### src/exu_pkg.sv
`default_nettype none

package exu_pkg;

   localparam int XLEN = 32;
   localparam int OP_W = 5;
   localparam int SHAMT_W = $clog2(XLEN);

   // imm_sel sits one bit above the operation code
   localparam int USE_IMM_BIT = OP_W;

   localparam int DIV_CYCLES = 32;
   localparam int DIV_CNT_W = $clog2(DIV_CYCLES);

   // arithmetic and logic
   localparam logic [OP_W-1:0] OP_ADD    = 5'd0;
   localparam logic [OP_W-1:0] OP_SUB    = 5'd1;
   localparam logic [OP_W-1:0] OP_AND    = 5'd2;
   localparam logic [OP_W-1:0] OP_OR     = 5'd3;
   localparam logic [OP_W-1:0] OP_XOR    = 5'd4;
   localparam logic [OP_W-1:0] OP_SLL    = 5'd5;
   localparam logic [OP_W-1:0] OP_SRL    = 5'd6;
   localparam logic [OP_W-1:0] OP_SRA    = 5'd7;
   localparam logic [OP_W-1:0] OP_SLT    = 5'd8;
   localparam logic [OP_W-1:0] OP_SLTU   = 5'd9;

   // M extension
   localparam logic [OP_W-1:0] OP_MUL    = 5'd10;
   localparam logic [OP_W-1:0] OP_MULH   = 5'd11;
   localparam logic [OP_W-1:0] OP_MULHSU = 5'd12;
   localparam logic [OP_W-1:0] OP_MULHU  = 5'd13;
   localparam logic [OP_W-1:0] OP_DIV    = 5'd14;
   localparam logic [OP_W-1:0] OP_DIVU   = 5'd15;
   localparam logic [OP_W-1:0] OP_REM    = 5'd16;
   localparam logic [OP_W-1:0] OP_REMU   = 5'd17;

   // upper immediate, address and jumps
   localparam logic [OP_W-1:0] OP_LUI    = 5'd18;
   localparam logic [OP_W-1:0] OP_AUIPC  = 5'd19;
   localparam logic [OP_W-1:0] OP_MEM    = 5'd20;
   localparam logic [OP_W-1:0] OP_JAL    = 5'd21;
   localparam logic [OP_W-1:0] OP_JALR   = 5'd22;

endpackage

`default_nettype wire

### src/exu_divider.sv
`default_nettype none

module exu_divider (
   input  wire                        clk_i,
   input  wire                        rst_i,
   input  wire                        start_i,
   input  wire                        signed_i,
   input  wire                        rem_i,
   input  wire  [exu_pkg::XLEN-1:0]   dividend_i,
   input  wire  [exu_pkg::XLEN-1:0]   divisor_i,
   output logic                       busy_o,
   output logic                       done_o,
   output logic [exu_pkg::XLEN-1:0]   result_o
);
   import exu_pkg::*;

   logic                 run_q;
   logic                 fix_q;
   logic                 done_q;
   logic [DIV_CNT_W-1:0] cnt_q;
   logic [XLEN-1:0]      quo_q;
   logic [XLEN-1:0]      rem_q;
   logic [XLEN-1:0]      dsr_q;
   logic [XLEN-1:0]      dvd_q;      // original dividend for x/0
   logic                 quo_neg_q;
   logic                 rem_neg_q;
   logic                 zero_q;
   logic                 rem_sel_q;
   logic [XLEN-1:0]      result_q;
   logic [XLEN-1:0]      abs_dvd;
   logic [XLEN-1:0]      abs_dsr;
   logic [XLEN:0]        trial;
   logic [XLEN-1:0]      quo_fix;
   logic [XLEN-1:0]      rem_fix;

   assign abs_dvd = (signed_i && dividend_i[XLEN-1]) ? -dividend_i : dividend_i;
   assign abs_dsr = (signed_i && divisor_i[XLEN-1]) ? -divisor_i : divisor_i;

   assign trial = {rem_q, quo_q[XLEN-1]} - {1'b0, dsr_q};

   // most negative / -1 comes out of the magnitude path unchanged, rem 0
   assign quo_fix = zero_q ? '1 : (quo_neg_q ? -quo_q : quo_q);
   assign rem_fix = zero_q ? dvd_q : (rem_neg_q ? -rem_q : rem_q);

   always_ff @(posedge clk_i) begin
      if (!rst_i) begin
         run_q  <= 1'b0;
         fix_q  <= 1'b0;
         done_q <= 1'b0;
         cnt_q  <= '0;
      end else begin
         done_q <= 1'b0;
         if (start_i) begin
            run_q <= 1'b1;
            cnt_q <= DIV_CNT_W'(DIV_CYCLES - 1);
         end else if (run_q) begin
            cnt_q <= cnt_q - 1'b1;
            if (cnt_q == '0) begin
               run_q <= 1'b0;
               fix_q <= 1'b1;
            end
         end else if (fix_q) begin
            fix_q  <= 1'b0;
            done_q <= 1'b1;
         end
      end
   end

   always_ff @(posedge clk_i) begin
      if (start_i) begin
         quo_q     <= abs_dvd;
         rem_q     <= '0;
         dsr_q     <= abs_dsr;
         dvd_q     <= dividend_i;
         quo_neg_q <= signed_i && (dividend_i[XLEN-1] ^ divisor_i[XLEN-1]);
         rem_neg_q <= signed_i && dividend_i[XLEN-1];
         zero_q    <= (divisor_i == '0);
         rem_sel_q <= rem_i;
      end else if (run_q) begin
         if (!trial[XLEN]) begin
            rem_q <= trial[XLEN-1:0];
            quo_q <= {quo_q[XLEN-2:0], 1'b1};
         end else begin
            rem_q <= {rem_q[XLEN-2:0], quo_q[XLEN-1]};
            quo_q <= {quo_q[XLEN-2:0], 1'b0};
         end
      end else if (fix_q) begin
         result_q <= rem_sel_q ? rem_fix : quo_fix;
      end
   end

   assign busy_o   = run_q || fix_q;
   assign done_o   = done_q;
   assign result_o = result_q;

   a_done_pulse: assert property (@(posedge clk_i) disable iff (!rst_i)
      done_o |=> !done_o);

endmodule

`default_nettype wire

### config.mk
export PLATFORM = sky130hd
export DESIGN_NAME = exu_divider
export DESIGN_NICKNAME = d
export VERILOG_FILES = /design/src/exu_pkg.sv /design/src/exu_divider.sv
export SDC_FILE = /design/constraint.sdc
export NUM_CORES = 1
export LEC_CHECK = 0
export ABC_AREA = 0
export BUFFER_PORTS_ARGS = -buffer_cell sky130_fd_sc_hd__buf_2
export CAP_MARGIN = 20
export CORE_UTILIZATION = 35
export CTS_CLUSTER_DIAMETER = 80
export DETAILED_ROUTE_END_ITERATION = 8
export SKIP_LAST_GASP = 1
export SYNTH_ARGS = -nofsm -noshare
export SYNTH_HDL_FRONTEND = slang
export SYNTH_SLANG_ARGS = --single-unit
### constraint.sdc
create_clock -name clk_i -period 7.11 [get_ports clk_i]
set_clock_uncertainty 0.15 [all_clocks]
set_input_delay 1.0665 -clock clk_i [delete_from_list [all_inputs] [get_ports clk_i]]
set_output_delay 1.0665 -clock clk_i [all_outputs]
set_load 0.01 [all_outputs]
After elaboration in Yosys (flattened, before gate mapping) --
Index checks and enable logic that the tools add are counted.
Storage, ports and cells: bits in registers 172, output and inout bits 34, word-level logic and storage cells 53
Cells by class: add/subtract/negate cells 6, eq/ne operators 1, mux-type cells 19, bitwise gates (word level) 4, reductions and logical operators 10
Operators with widths (count):
- $mux W32 | 10
- $neg A32 Y32 | 4
- $sub A33 B32 Y33 | 1
- $logic_not A32 Y1 | 1
- $mux W5 | 2
- $mux W1 | 7
- $logic_not A5 Y1 | 1
- $sub A5 B1 Y5 const B | 1
- $logic_and A1 B1 Y1 | 3
- $not A1 Y1 | 3
- $reduce_and A3 Y1 | 1
- $reduce_or A3 Y1 | 1
- $ne A2 B1 Y1 const B | 1
- $reduce_and A2 Y1 | 1
- $reduce_bool A2 Y1 | 1
- $logic_or A1 B1 Y1 | 1
- $xor A1 B1 Y1 | 1

Depth between registers and ports, before layout --
Gate-level depths: netlist of run 1.
depth after elaboration 4, gate-level depth with buffers 13, depth with buffers taken out 12

Least setup slack after synthesis of run 1 --
Ideal clock, no wire load.
kind input -> register, from input port dividend_i[4] in the netlist's numbering, to register quo_q[29] (data pin), setup time 0.272 ns, arrival 3.002 ns, required time 6.688 ns, path slack 3.686 ns, stages 9, cells stage by stage or3_1 > or4_1 > nor4_2 > nand2_1 > nor3_1 > and2_1 > a21oi_1 > xnor2_1 > a21oi_1
On the way: longest elaborated chain between the ends 3
Ends and longest elaborated chain:
- start: declaration | RTL line exu_divider.sv:9 | input wire [exu_pkg::XLEN-1:0] dividend_i,
- $neg A32 Y32 | RTL line exu_divider.sv:36 | assign abs_dvd = (signed_i && dividend_i[XLEN-1]) ? -dividend_i : dividend_i;
- $mux W32 | RTL line exu_divider.sv:36
- $mux W32 | RTL line exu_divider.sv:70 | if (start_i) begin
- end signal: assignment | RTL line exu_divider.sv:71 | quo_q <= abs_dvd;
- end signal: assignment | RTL line exu_divider.sv:82 | quo_q <= {quo_q[XLEN-2:0], 1'b1};
- end signal: assignment | RTL line exu_divider.sv:85 | quo_q <= {quo_q[XLEN-2:0], 1'b0};
- end: declaration | RTL line exu_divider.sv:21 | logic [XLEN-1:0] quo_q;
No other way between the ends. A chain may end at the register's enable or synchronous reset.

Worst setup path in the final report of run 1 --
from register quo_q[31], to register rem_q[3]
On the way: longest elaborated chain between the ends 2
Ends and longest elaborated chain:
- $sub A33 B32 Y33 | RTL line exu_divider.sv:39 | assign trial = {rem_q, quo_q[XLEN-1]} - {1'b0, dsr_q};
- $mux W32 | RTL line exu_divider.sv:80 | if (!trial[XLEN]) begin
- end signal: assignment | RTL line exu_divider.sv:81 | rem_q <= trial[XLEN-1:0];
- end signal: assignment | RTL line exu_divider.sv:84 | rem_q <= {rem_q[XLEN-2:0], quo_q[XLEN-1]};
- end: declaration | RTL line exu_divider.sv:22 | logic [XLEN-1:0] rem_q;
No other way between the ends.

==> results of run 1 <==
-- routing by layer --
metal	vias to the layer above	track usage
met5	-	0
met4	0	0.0625
met3	41	0.0269
met2	195	0.304
met1	4305	0.213
li1	4521	-
-- area by class of cell --
| class | count | area (µm²) | area share |
|---|---|---|---|
| multi-input cells | 904 | 6140 | 0.476 |
| flip-flops and latches | 172 | 4760 | 0.369 |
| repair buffers | 113 | 619 | 0.0480 |
| well taps | 435 | 544 | 0.0422 |
| clock buffers | 18 | 429 | 0.0333 |
| inverters | 60 | 225 | 0.0175 |
| clock inverters | 14 | 181 | 0.0141 |
-- per-stage QoR --
stage / utilization / instances
finish: 0.406 / 1716
global route: 0.406 / 1716
CTS: 0.406 / 1716
detailed placement: 0.387 / 1684
global placement: 0.386 / 1683
floorplan: - / 1196
-- cell usage after synthesis, types with 7 or more instances --
cell,n,area share
sky130_fd_sc_hd__or3_1,9,0.0049
sky130_fd_sc_hd__buf_2,7,0.0031
sky130_fd_sc_hd__nand2_1,80,0.026
sky130_fd_sc_hd__ha_1,38,0.042
sky130_fd_sc_hd__inv_1,60,0.020
sky130_fd_sc_hd__nor4_1,11,0.0060
sky130_fd_sc_hd__nor3_1,21,0.0092
sky130_fd_sc_hd__xor2_1,66,0.051
sky130_fd_sc_hd__nand2b_1,13,0.0071
sky130_fd_sc_hd__o31ai_1,22,0.014
sky130_fd_sc_hd__nor2_1,133,0.044
sky130_fd_sc_hd__buf_1,7,0.0023
sky130_fd_sc_hd__o22a_1,27,0.021
sky130_fd_sc_hd__o41ai_1,14,0.011
sky130_fd_sc_hd__o21a_1,7,0.0046
sky130_fd_sc_hd__nand3_1,15,0.0066
sky130_fd_sc_hd__dfxtp_1,40,0.070
sky130_fd_sc_hd__and2_1,7,0.0038
sky130_fd_sc_hd__nand4_1,11,0.0060
sky130_fd_sc_hd__edfxtp_1,132,0.35
sky130_fd_sc_hd__or4_1,9,0.0059
sky130_fd_sc_hd__o21ai_1,7,0.0031
sky130_fd_sc_hd__a211oi_1,27,0.018
sky130_fd_sc_hd__clkbuf_1,41,0.014
sky130_fd_sc_hd__xnor2_1,84,0.065
sky130_fd_sc_hd__a31oi_1,11,0.0060
sky130_fd_sc_hd__mux2i_1,27,0.024
sky130_fd_sc_hd__a21o_1,15,0.0099
sky130_fd_sc_hd__o21ai_0,57,0.025
sky130_fd_sc_hd__a21oi_1,108,0.047
-- sequential cells by signal, summed over array words and instances, names as in the netlist, 5 cells and up --
signal	cells
rem_q	32
dsr_q	32
dvd_q	32
result_o	32
quo_q	32
cnt_q	5
-- power by group through the flow --
stage	Sequential, mW	Combinational [mW]	Clock, mW
5_1_grt	1.27	0.812	1.04
2_1_floorplan	1.25	0.556	0
4_1_cts	1.26	0.734	1.01
6_report	1.26	0.730	0.991
3_3_place_gp	1.28	0.720	0
3_5_place_dp	1.28	0.730	0
-- path summary, 6_finish.rpt --
check	to	cells past startpoint	from
max	rem_q[3]	13	quo_q[31]
min	fix_q	2	fix_q
max reg2reg	rem_q[3]	13	quo_q[31]
min reg2reg	fix_q	2	fix_q
-- cells by family after synthesis --
logic type      after synthesis
compound gates              338
xor+xnor                    151
fa+ha+maj                    39
buf+inv                     120
flops                       172
mux                          28
simple gates                348
-- worst min-delay path: stages (launching register included) --
cell	delay, ns
sky130_fd_sc_hd__dfxtp_1	0.33
sky130_fd_sc_hd__nor2_1	0.10
sky130_fd_sc_hd__nor2_1	0.04
==> metrics.log, run 1 <==
INFO  metric outcome = finished clean
INFO  metric holdBufCountCts = 0
INFO  metric slew_viol_final = 0
INFO  metric detailroute.wirelength.met2 = ~14000 µm
INFO  metric gp_routability_congestion = 0.881
INFO  metric postSynthRegisterBits = between 150 and 200
INFO  metric worst-endpoint-required = about 7.3 ns
INFO  metric grt_first_pass_wirelength = ~46000 µm
INFO  metric remaining_drc_errors = 0
INFO  metric most_common_library_cell_in_the_layout_ignoring_fill_and_taps = sky130_fd_sc_hd__nor2_1
INFO  metric slew_headroom = 0.374
INFO  metric syn-cell-area = 0.0114 mm²
INFO  metric wl_met3 = between 900 and 1000 µm
INFO  metric slew_at_the_pin_with_the_worst_max_slew_slack = approximately 0.94 ns
INFO  metric grt_remaining_overflow = 0
INFO  metric comb_power_share = 0.245
INFO  metric dieWidth = about 180 µm
INFO  metric crit_chain = inv_1 -> ha_1 -> fa_1 -> nand2b_1 -> a21oi_1 -> o21ai_0 -> a2111oi_4 -> nor3_4 -> xnor2_4 -> buf_4 -> mux2i_1 -> nor2_1 -> nor3_1
INFO  metric routed.top_layer = met4
INFO  metric synth_cell_type_count = between 80 and 90
INFO  metric vias = 9062
INFO  metric drtPass1Iterations = 5
INFO  metric layout.cell_area.non_filler = ~0.013 mm²
INFO  metric cts_num_sinks = between 150 and 200
INFO  metric synth_fp_nets = approximately 1300
INFO  metric timing.final.crit_share = 0.552
INFO  metric cts_made_buffers = 17
INFO  metric power.ir.vdd_worst = approximately 0.16 mV
INFO  metric routed_wirelength = 28500 µm
INFO  metric netSwitchingFraction = 0.314
INFO  metric area_of_the_core = approximately 0.032 mm²
INFO  metric detail_route.vias_per_cell = between 5 and 6
INFO  metric cp_max_fo = 29
INFO  metric synth_compound_area_frac = 0.201
INFO  metric met1_length = around 13000 µm
INFO  metric avgRoutedWirePerCell = roughly 17 µm
INFO  metric synth_xor_area_frac = 0.118
INFO  metric cp_startpoint_kind = register
INFO  metric ant_nets = 0
INFO  metric num_rows = 65
INFO  metric dp_hpwl = between 20000 and 25000 µm
INFO  metric grt_antenna_before_repair = 0
INFO  metric finalSetupViolCount = 0
INFO  metric worstSetupPathType = reg2reg
INFO  metric simple_gate_fraction_of_synth_area = 0.152
INFO  metric setup_ws = between 3 and 4 ns
INFO  metric antenna_diode_count = 0
INFO  metric static-leakage-power = between 4 and 5 nW
INFO  metric combinational_family_with_the_most_area_after_synthesis = compound AO/OA/AOI/OAI gates
INFO  metric fin_worst_hold_slack = ~0.36 ns
INFO  metric max-clock-path-buffers = 2
INFO  metric final.setup.tns = 0 ns
INFO  metric clockPowerShare = 0.332
INFO  metric yosys-mux-area-fraction = 0.0247
INFO  metric internal_power = approximately 2.0 mW
INFO  metric average_cell_area_after_synthesis = 9.53 µm²
INFO  metric num-nets-final = 1376
INFO  metric tritoncts = done
INFO  metric first_global_vias = just under 9000
INFO  metric port-buffer-count = 102
INFO  metric cts_root_buf = sky130_fd_sc_hd__clkbuf_16
INFO  metric timing.fmax = roughly 250 MHz
INFO  metric fraction_of_registers_with_async_set_or_reset_after_synthesis = 0
INFO  metric power.switching = 0.937 mW
INFO  metric critical_path.endpoint_type = register
INFO  metric min_path_type = reg2reg
INFO  metric drt_first_iter_violations = between 500 and 600
INFO  metric full_die_area = around 0.033 mm²
INFO  metric period_minus_slack = around 4 ns
INFO  metric post_dp_cell_area = about 0.012 mm²
INFO  metric fp.dieH = 182 µm
INFO  metric synthFlopType = sky130_fd_sc_hd__edfxtp_1
INFO  metric cts.repair.resized = 0
INFO  metric critPathBufInv = 2
INFO  metric drive_above_1_share = 0.137
INFO  metric crit_slowest_cell = sky130_fd_sc_hd__o21ai_0
INFO  metric post_cts.repair.setup_buffers = 0
INFO  metric clkLatencyLatePin = approximately 0.45 ns
INFO  metric design.portCount = just over 100
INFO  metric grt_setup_unrepaired = no
INFO  metric synth_enable_flop_cells = 132
INFO  metric clk_pin_slew = roughly 0.070 ns
INFO  metric power_per_cell_area = 231 mW/mm²
INFO  metric fill_count = about 3100
INFO  metric regToRegSetupSlack = around 3.2 ns
INFO  metric layout-area-overhead-vs-synth = 13.2%
INFO  metric gr-usage-all-layers = 0.173
INFO  metric ys.warnings.count = 0
INFO  metric initial_core_util = 0.358
INFO  metric report.final.hold_viol_count = 0
INFO  metric p_total = a little under 3 mW
INFO  metric final_cell_mix = sky130_fd_sc_hd__nor2_1, sky130_fd_sc_hd__edfxtp_1, sky130_fd_sc_hd__a21oi_1
INFO  metric maximum_capacitance_violations = 0
INFO  metric grt_max_degree = 70
INFO  metric clock_tree.htree_level_count = 4
INFO  metric worst_path_dominant_cell_family = compound AO/OA/AOI/OAI gates
INFO  metric yosys.area_share.adder = 0.0435
INFO  metric synth.yosys.seq_area_share = 0.418
INFO  metric p_seq_frac = 0.423
INFO  metric worst_path_largest_cell_delay = 0.68 ns
INFO  metric worst_ep_arrival_time = 4.13 ns
INFO  metric pre_cts_slack = roughly 3.1 ns
INFO  metric syn_inst = roughly 1200
Note: power is estimated with default switching activity, not from simulation.
==> run 2: changes to the inputs <==
--- a/config.mk
+++ b/config.mk
@@ -5,7 +5,7 @@
 export SDC_FILE = /design/constraint.sdc
 export NUM_CORES = 1
 export LEC_CHECK = 0
-export ABC_AREA = 0
+export ABC_AREA = 1
 export BUFFER_PORTS_ARGS = -buffer_cell sky130_fd_sc_hd__buf_2
 export CAP_MARGIN = 20
 export CORE_UTILIZATION = 35
==> constraint.sdc (replaced) <==
create_clock -name clk_i -period 3.6 [get_ports clk_i]
set_clock_uncertainty 0.15 [all_clocks]
set_input_delay 0.54 -clock clk_i [delete_from_list [all_inputs] [get_ports clk_i]]
set_output_delay 0.54 -clock clk_i [all_outputs]
set_load 0.01 [all_outputs]
==> run 2 against run 1 <==
First-iteration DRC count grew 120%; area after synthesis is 16% higher; via count grew 42%; sequential cell count did not move; sequential share of layout area decreased by 4.7 points; synthesized cell count up 65%; clock power increased by 83%; global-route usage increased by 4.9 points; non-clock buffer count up 9; highest routed layer unchanged.
==> metrics.log, run 2 <==
INFO  metric synth_fp_nets = 2078 (+59%)
INFO  metric worstSetupPathType = reg2reg
INFO  metric grt_remaining_overflow = 0 (unchanged)
INFO  metric slew_at_the_pin_with_the_worst_max_slew_slack = 0.692 ns (-0.247 ns)
INFO  metric fp.dieH = 196 µm (+7.4%)
INFO  metric cts_root_buf = sky130_fd_sc_hd__clkbuf_16
INFO  metric cts_num_sinks = 172 (unchanged)
INFO  metric cts.repair.resized = 0 (unchanged)
INFO  metric vias = 12836 (+42%)
INFO  metric cp_max_fo = 33 (+14%)
INFO  metric setup_ws = 0.636 ns (-2.55 ns)
INFO  metric worst_path_dominant_cell_family = simple AND/OR/NAND/NOR gates
INFO  metric final_util = 0.402 (-0.00422)
INFO  metric average_cell_area_after_synthesis = 6.69 µm² (-30%)
INFO  metric num-nets-final = 2168 (+58%)
INFO  metric worst-endpoint-required = 3.62 ns (-3.69 ns)
INFO  metric pre_cts_slack = 0.660 ns (-2.41 ns)
INFO  metric holdBufCountCts = 0 (unchanged)
INFO  metric grt_first_pass_wirelength = 65800 µm (+44%)
INFO  metric power_per_cell_area = 353 mW/mm² (+53%)
INFO  metric grt_setup_unrepaired = no
INFO  metric cts_made_buffers = 17 (unchanged)
INFO  metric static-leakage-power = 7.26 nW (+49%)
INFO  metric final_cell_mix = sky130_fd_sc_hd__nand2_1, sky130_fd_sc_hd__inv_1, sky130_fd_sc_hd__nor2_1
INFO  metric ys.warnings.count = 0 (unchanged)
INFO  metric worst_path_largest_cell_delay = 0.41 ns (-0.27 ns)
INFO  metric port-buffer-count = 102 (unchanged)
INFO  metric dp_hpwl = 33800 µm (+61%)
INFO  metric gp_routability_congestion = 0.967 (+9.8%)
INFO  metric detail_route.vias_per_cell = 5.05 (-4.3%)
INFO  metric timing.final.crit_share = 0.823 (+0.271)
INFO  metric clkLatencyLatePin = 0.45 ns (about the same)
INFO  metric max-clock-path-buffers = 2 (unchanged)
INFO  metric critPathBufInv = 2 (unchanged)
INFO  metric num_rows = 70 (+7.7%)
INFO  metric final.setup.tns = 0 ns (unchanged)
INFO  metric clock_tree.htree_level_count = 4 (unchanged)
INFO  metric syn_inst = 1970 (+65%)
INFO  metric cp_startpoint_kind = register
INFO  metric timing.critical_path.mode_cell = sky130_fd_sc_hd__nand2_1
INFO  metric crit_slowest_cell = sky130_fd_sc_hd__fa_1
INFO  metric post_cts.repair.setup_buffers = 0 (unchanged)
INFO  metric antenna_diode_count = 0 (unchanged)
INFO  metric ant_nets = 0 (unchanged)
INFO  metric routed_wirelength = 42200 µm (+48%)
INFO  metric worst_ep_arrival_time = 2.98 ns (-1.15 ns)
INFO  metric remaining_drc_errors = 0 (unchanged)
INFO  metric fraction_of_registers_with_async_set_or_reset_after_synthesis = 0 (unchanged)
INFO  metric grt_antenna_before_repair = 0 (unchanged)
INFO  metric report.final.hold_viol_count = 0 (unchanged)
INFO  metric period_minus_slack = 2.96 ns (-0.963 ns)
INFO  metric avgRoutedWirePerCell = 16.6 µm (about the same)
INFO  metric post_synth_main_area_contributors = sky130_fd_sc_hd__edfxtp_1, sky130_fd_sc_hd__nand2_1, sky130_fd_sc_hd__inv_1, sky130_fd_sc_hd__nand3_1, sky130_fd_sc_hd__dfxtp_1
INFO  metric fill_count = 3909 (+25%)
INFO  metric synth_enable_flop_cells = 132 (unchanged)
INFO  metric synth_top_cell_area_share = 0.301 (-0.0468)
INFO  metric outcome = finished clean
INFO  metric slew_headroom = 0.538 (+0.165)
INFO  metric drt_first_iter_violations = 1284 (+120%)
INFO  metric initial_core_util = 0.358 (about the same)
INFO  metric dieWidth = 196 µm (+7.4%)
INFO  metric drive_above_1_share = 0.0912 (-0.0454)
INFO  metric crit_chain = inv_1 -> ha_1 -> fa_1 -> inv_1 -> nand3_1 -> nand2_1 -> nand2_1 -> nand2_1 -> nand2_1 -> nand2_2 -> nand2_4 -> nand2_4 -> nand2_2 -> nand2_4 -> o21ai_0
INFO  metric most_common_library_cell_in_the_layout_ignoring_fill_and_taps = sky130_fd_sc_hd__nand2_1
INFO  metric most_used_standard_cell_by_instance_count_after_synthesis = sky130_fd_sc_hd__nand2_1
INFO  metric layout-area-overhead-vs-synth = 12.1%
INFO  metric power.ir.vdd_worst = 0.315 mV (+97%)
INFO  metric synthFlopType = sky130_fd_sc_hd__edfxtp_1
INFO  metric synth_cell_type_count = 49 (-42%)
INFO  metric grt_max_degree = 56 (-20%)
INFO  metric critical_path.endpoint_type = register
INFO  metric synth.yosys.seq_area_share = 0.362 (-0.0563)
INFO  metric maximum_capacitance_violations = 0 (unchanged)
INFO  metric syn-cell-area = 0.0132 mm² (+16%)
INFO  metric gr-usage-all-layers = 0.222 (+0.0488)
INFO  metric drtPass1Iterations = 5 (unchanged)
INFO  metric clk_pin_slew = 0.07 ns (about the same)
INFO  metric area_of_the_core = 0.0368 mm² (+16%)
INFO  metric full_die_area = 0.0384 mm² (+15%)
INFO  metric synth.cells.most_frequent = sky130_fd_sc_hd__nand2_1, sky130_fd_sc_hd__inv_1, sky130_fd_sc_hd__nor2_1, sky130_fd_sc_hd__nand3_1, sky130_fd_sc_hd__edfxtp_1
INFO  metric timing.fmax = 337 MHz (+32%)
INFO  metric min_path_type = in2reg
INFO  metric first_global_vias = 11886 (+37%)
INFO  metric design.portCount = 103 (unchanged)
INFO  metric tritoncts = done
INFO  metric yosysTopAreaCell = sky130_fd_sc_hd__edfxtp_1
INFO  metric postSynthRegisterBits = 172 (unchanged)
INFO  metric finalSetupViolCount = 0 (unchanged)
INFO  metric slew_viol_final = 0 (unchanged)
[run 2: cell types whose count changed in the layout (fill, tap and decap cells not counted), sizes merged, moves of 27 or more]
cell,previous run,this run
nor2,133,213
nand2,81,643
nand3,15,164
a211oi,28,1
inv,67,317
xnor2,85,24
o21ai,64,109
mux2i,27,0
o22a,27,0
a21oi,109,50
[run 2: cell families after synthesis]
group | share of synthesized area
buffers and inverters | 0.107
AOI/OAI and AO/OA | 0.0864
DFF | 0.362
adders and majority gates | 0.0376
and+or+nand+nor | 0.356
xor gates and xnor gates | 0.0512
[run 2: stage by stage]
step | power, mW | hold WS (ns) | instance area, µm² | instances
floorplan | 3.05 | 0.299 | 13200 | 1970
global placement | 3.43 | 0.316 | 14200 | 2508
detailed placement | 3.44 | 0.325 | 14200 | 2508
CTS | 5.23 | 0.102 | 14700 | 2540
global route | 5.45 | 0.107 | 14800 | 2541
finish | 5.22 | 0.115 | 14800 | 2541
[run 2: layout make-up]
type	count	area (µm²)	area share
clock inverters	11	110	0.00745
clock buffers	21	440	0.0298
inverters	315	1180	0.0800
repair buffers	122	683	0.0462
well taps	468	586	0.0396
flip-flops and latches	172	4760	0.323
multi-input cells	1432	7010	0.474
[run 2: metal layers]
metal  vias to the layer above  track usage  wire length (µm)
met5                         -            0                 0
met4                         0       0.0576               704
met3                        34       0.0229              2740
met2                       409        0.345             18700
met1                      5918        0.326             20100
li1                       6475            -                 -
[run 2: worst paths after layout]
kind	start	end	slack, ns	depth (start not counted)
worst min register to register	rem_q[2]	rem_q[2]	0.34	2
worst max register to register	quo_q[31]	quo_q[0]	0.64	15
worst min-delay path	rem_i	rem_sel_q	0.12	1
worst max-delay path	quo_q[31]	quo_q[0]	0.64	15
[run 2: report_power, final]
group	leakage, nW	internal [mW]	switching, mW
clock	0.259	0.963	0.845
sequential	1.60	2.30	0.112
combinational	5.40	0.317	0.683
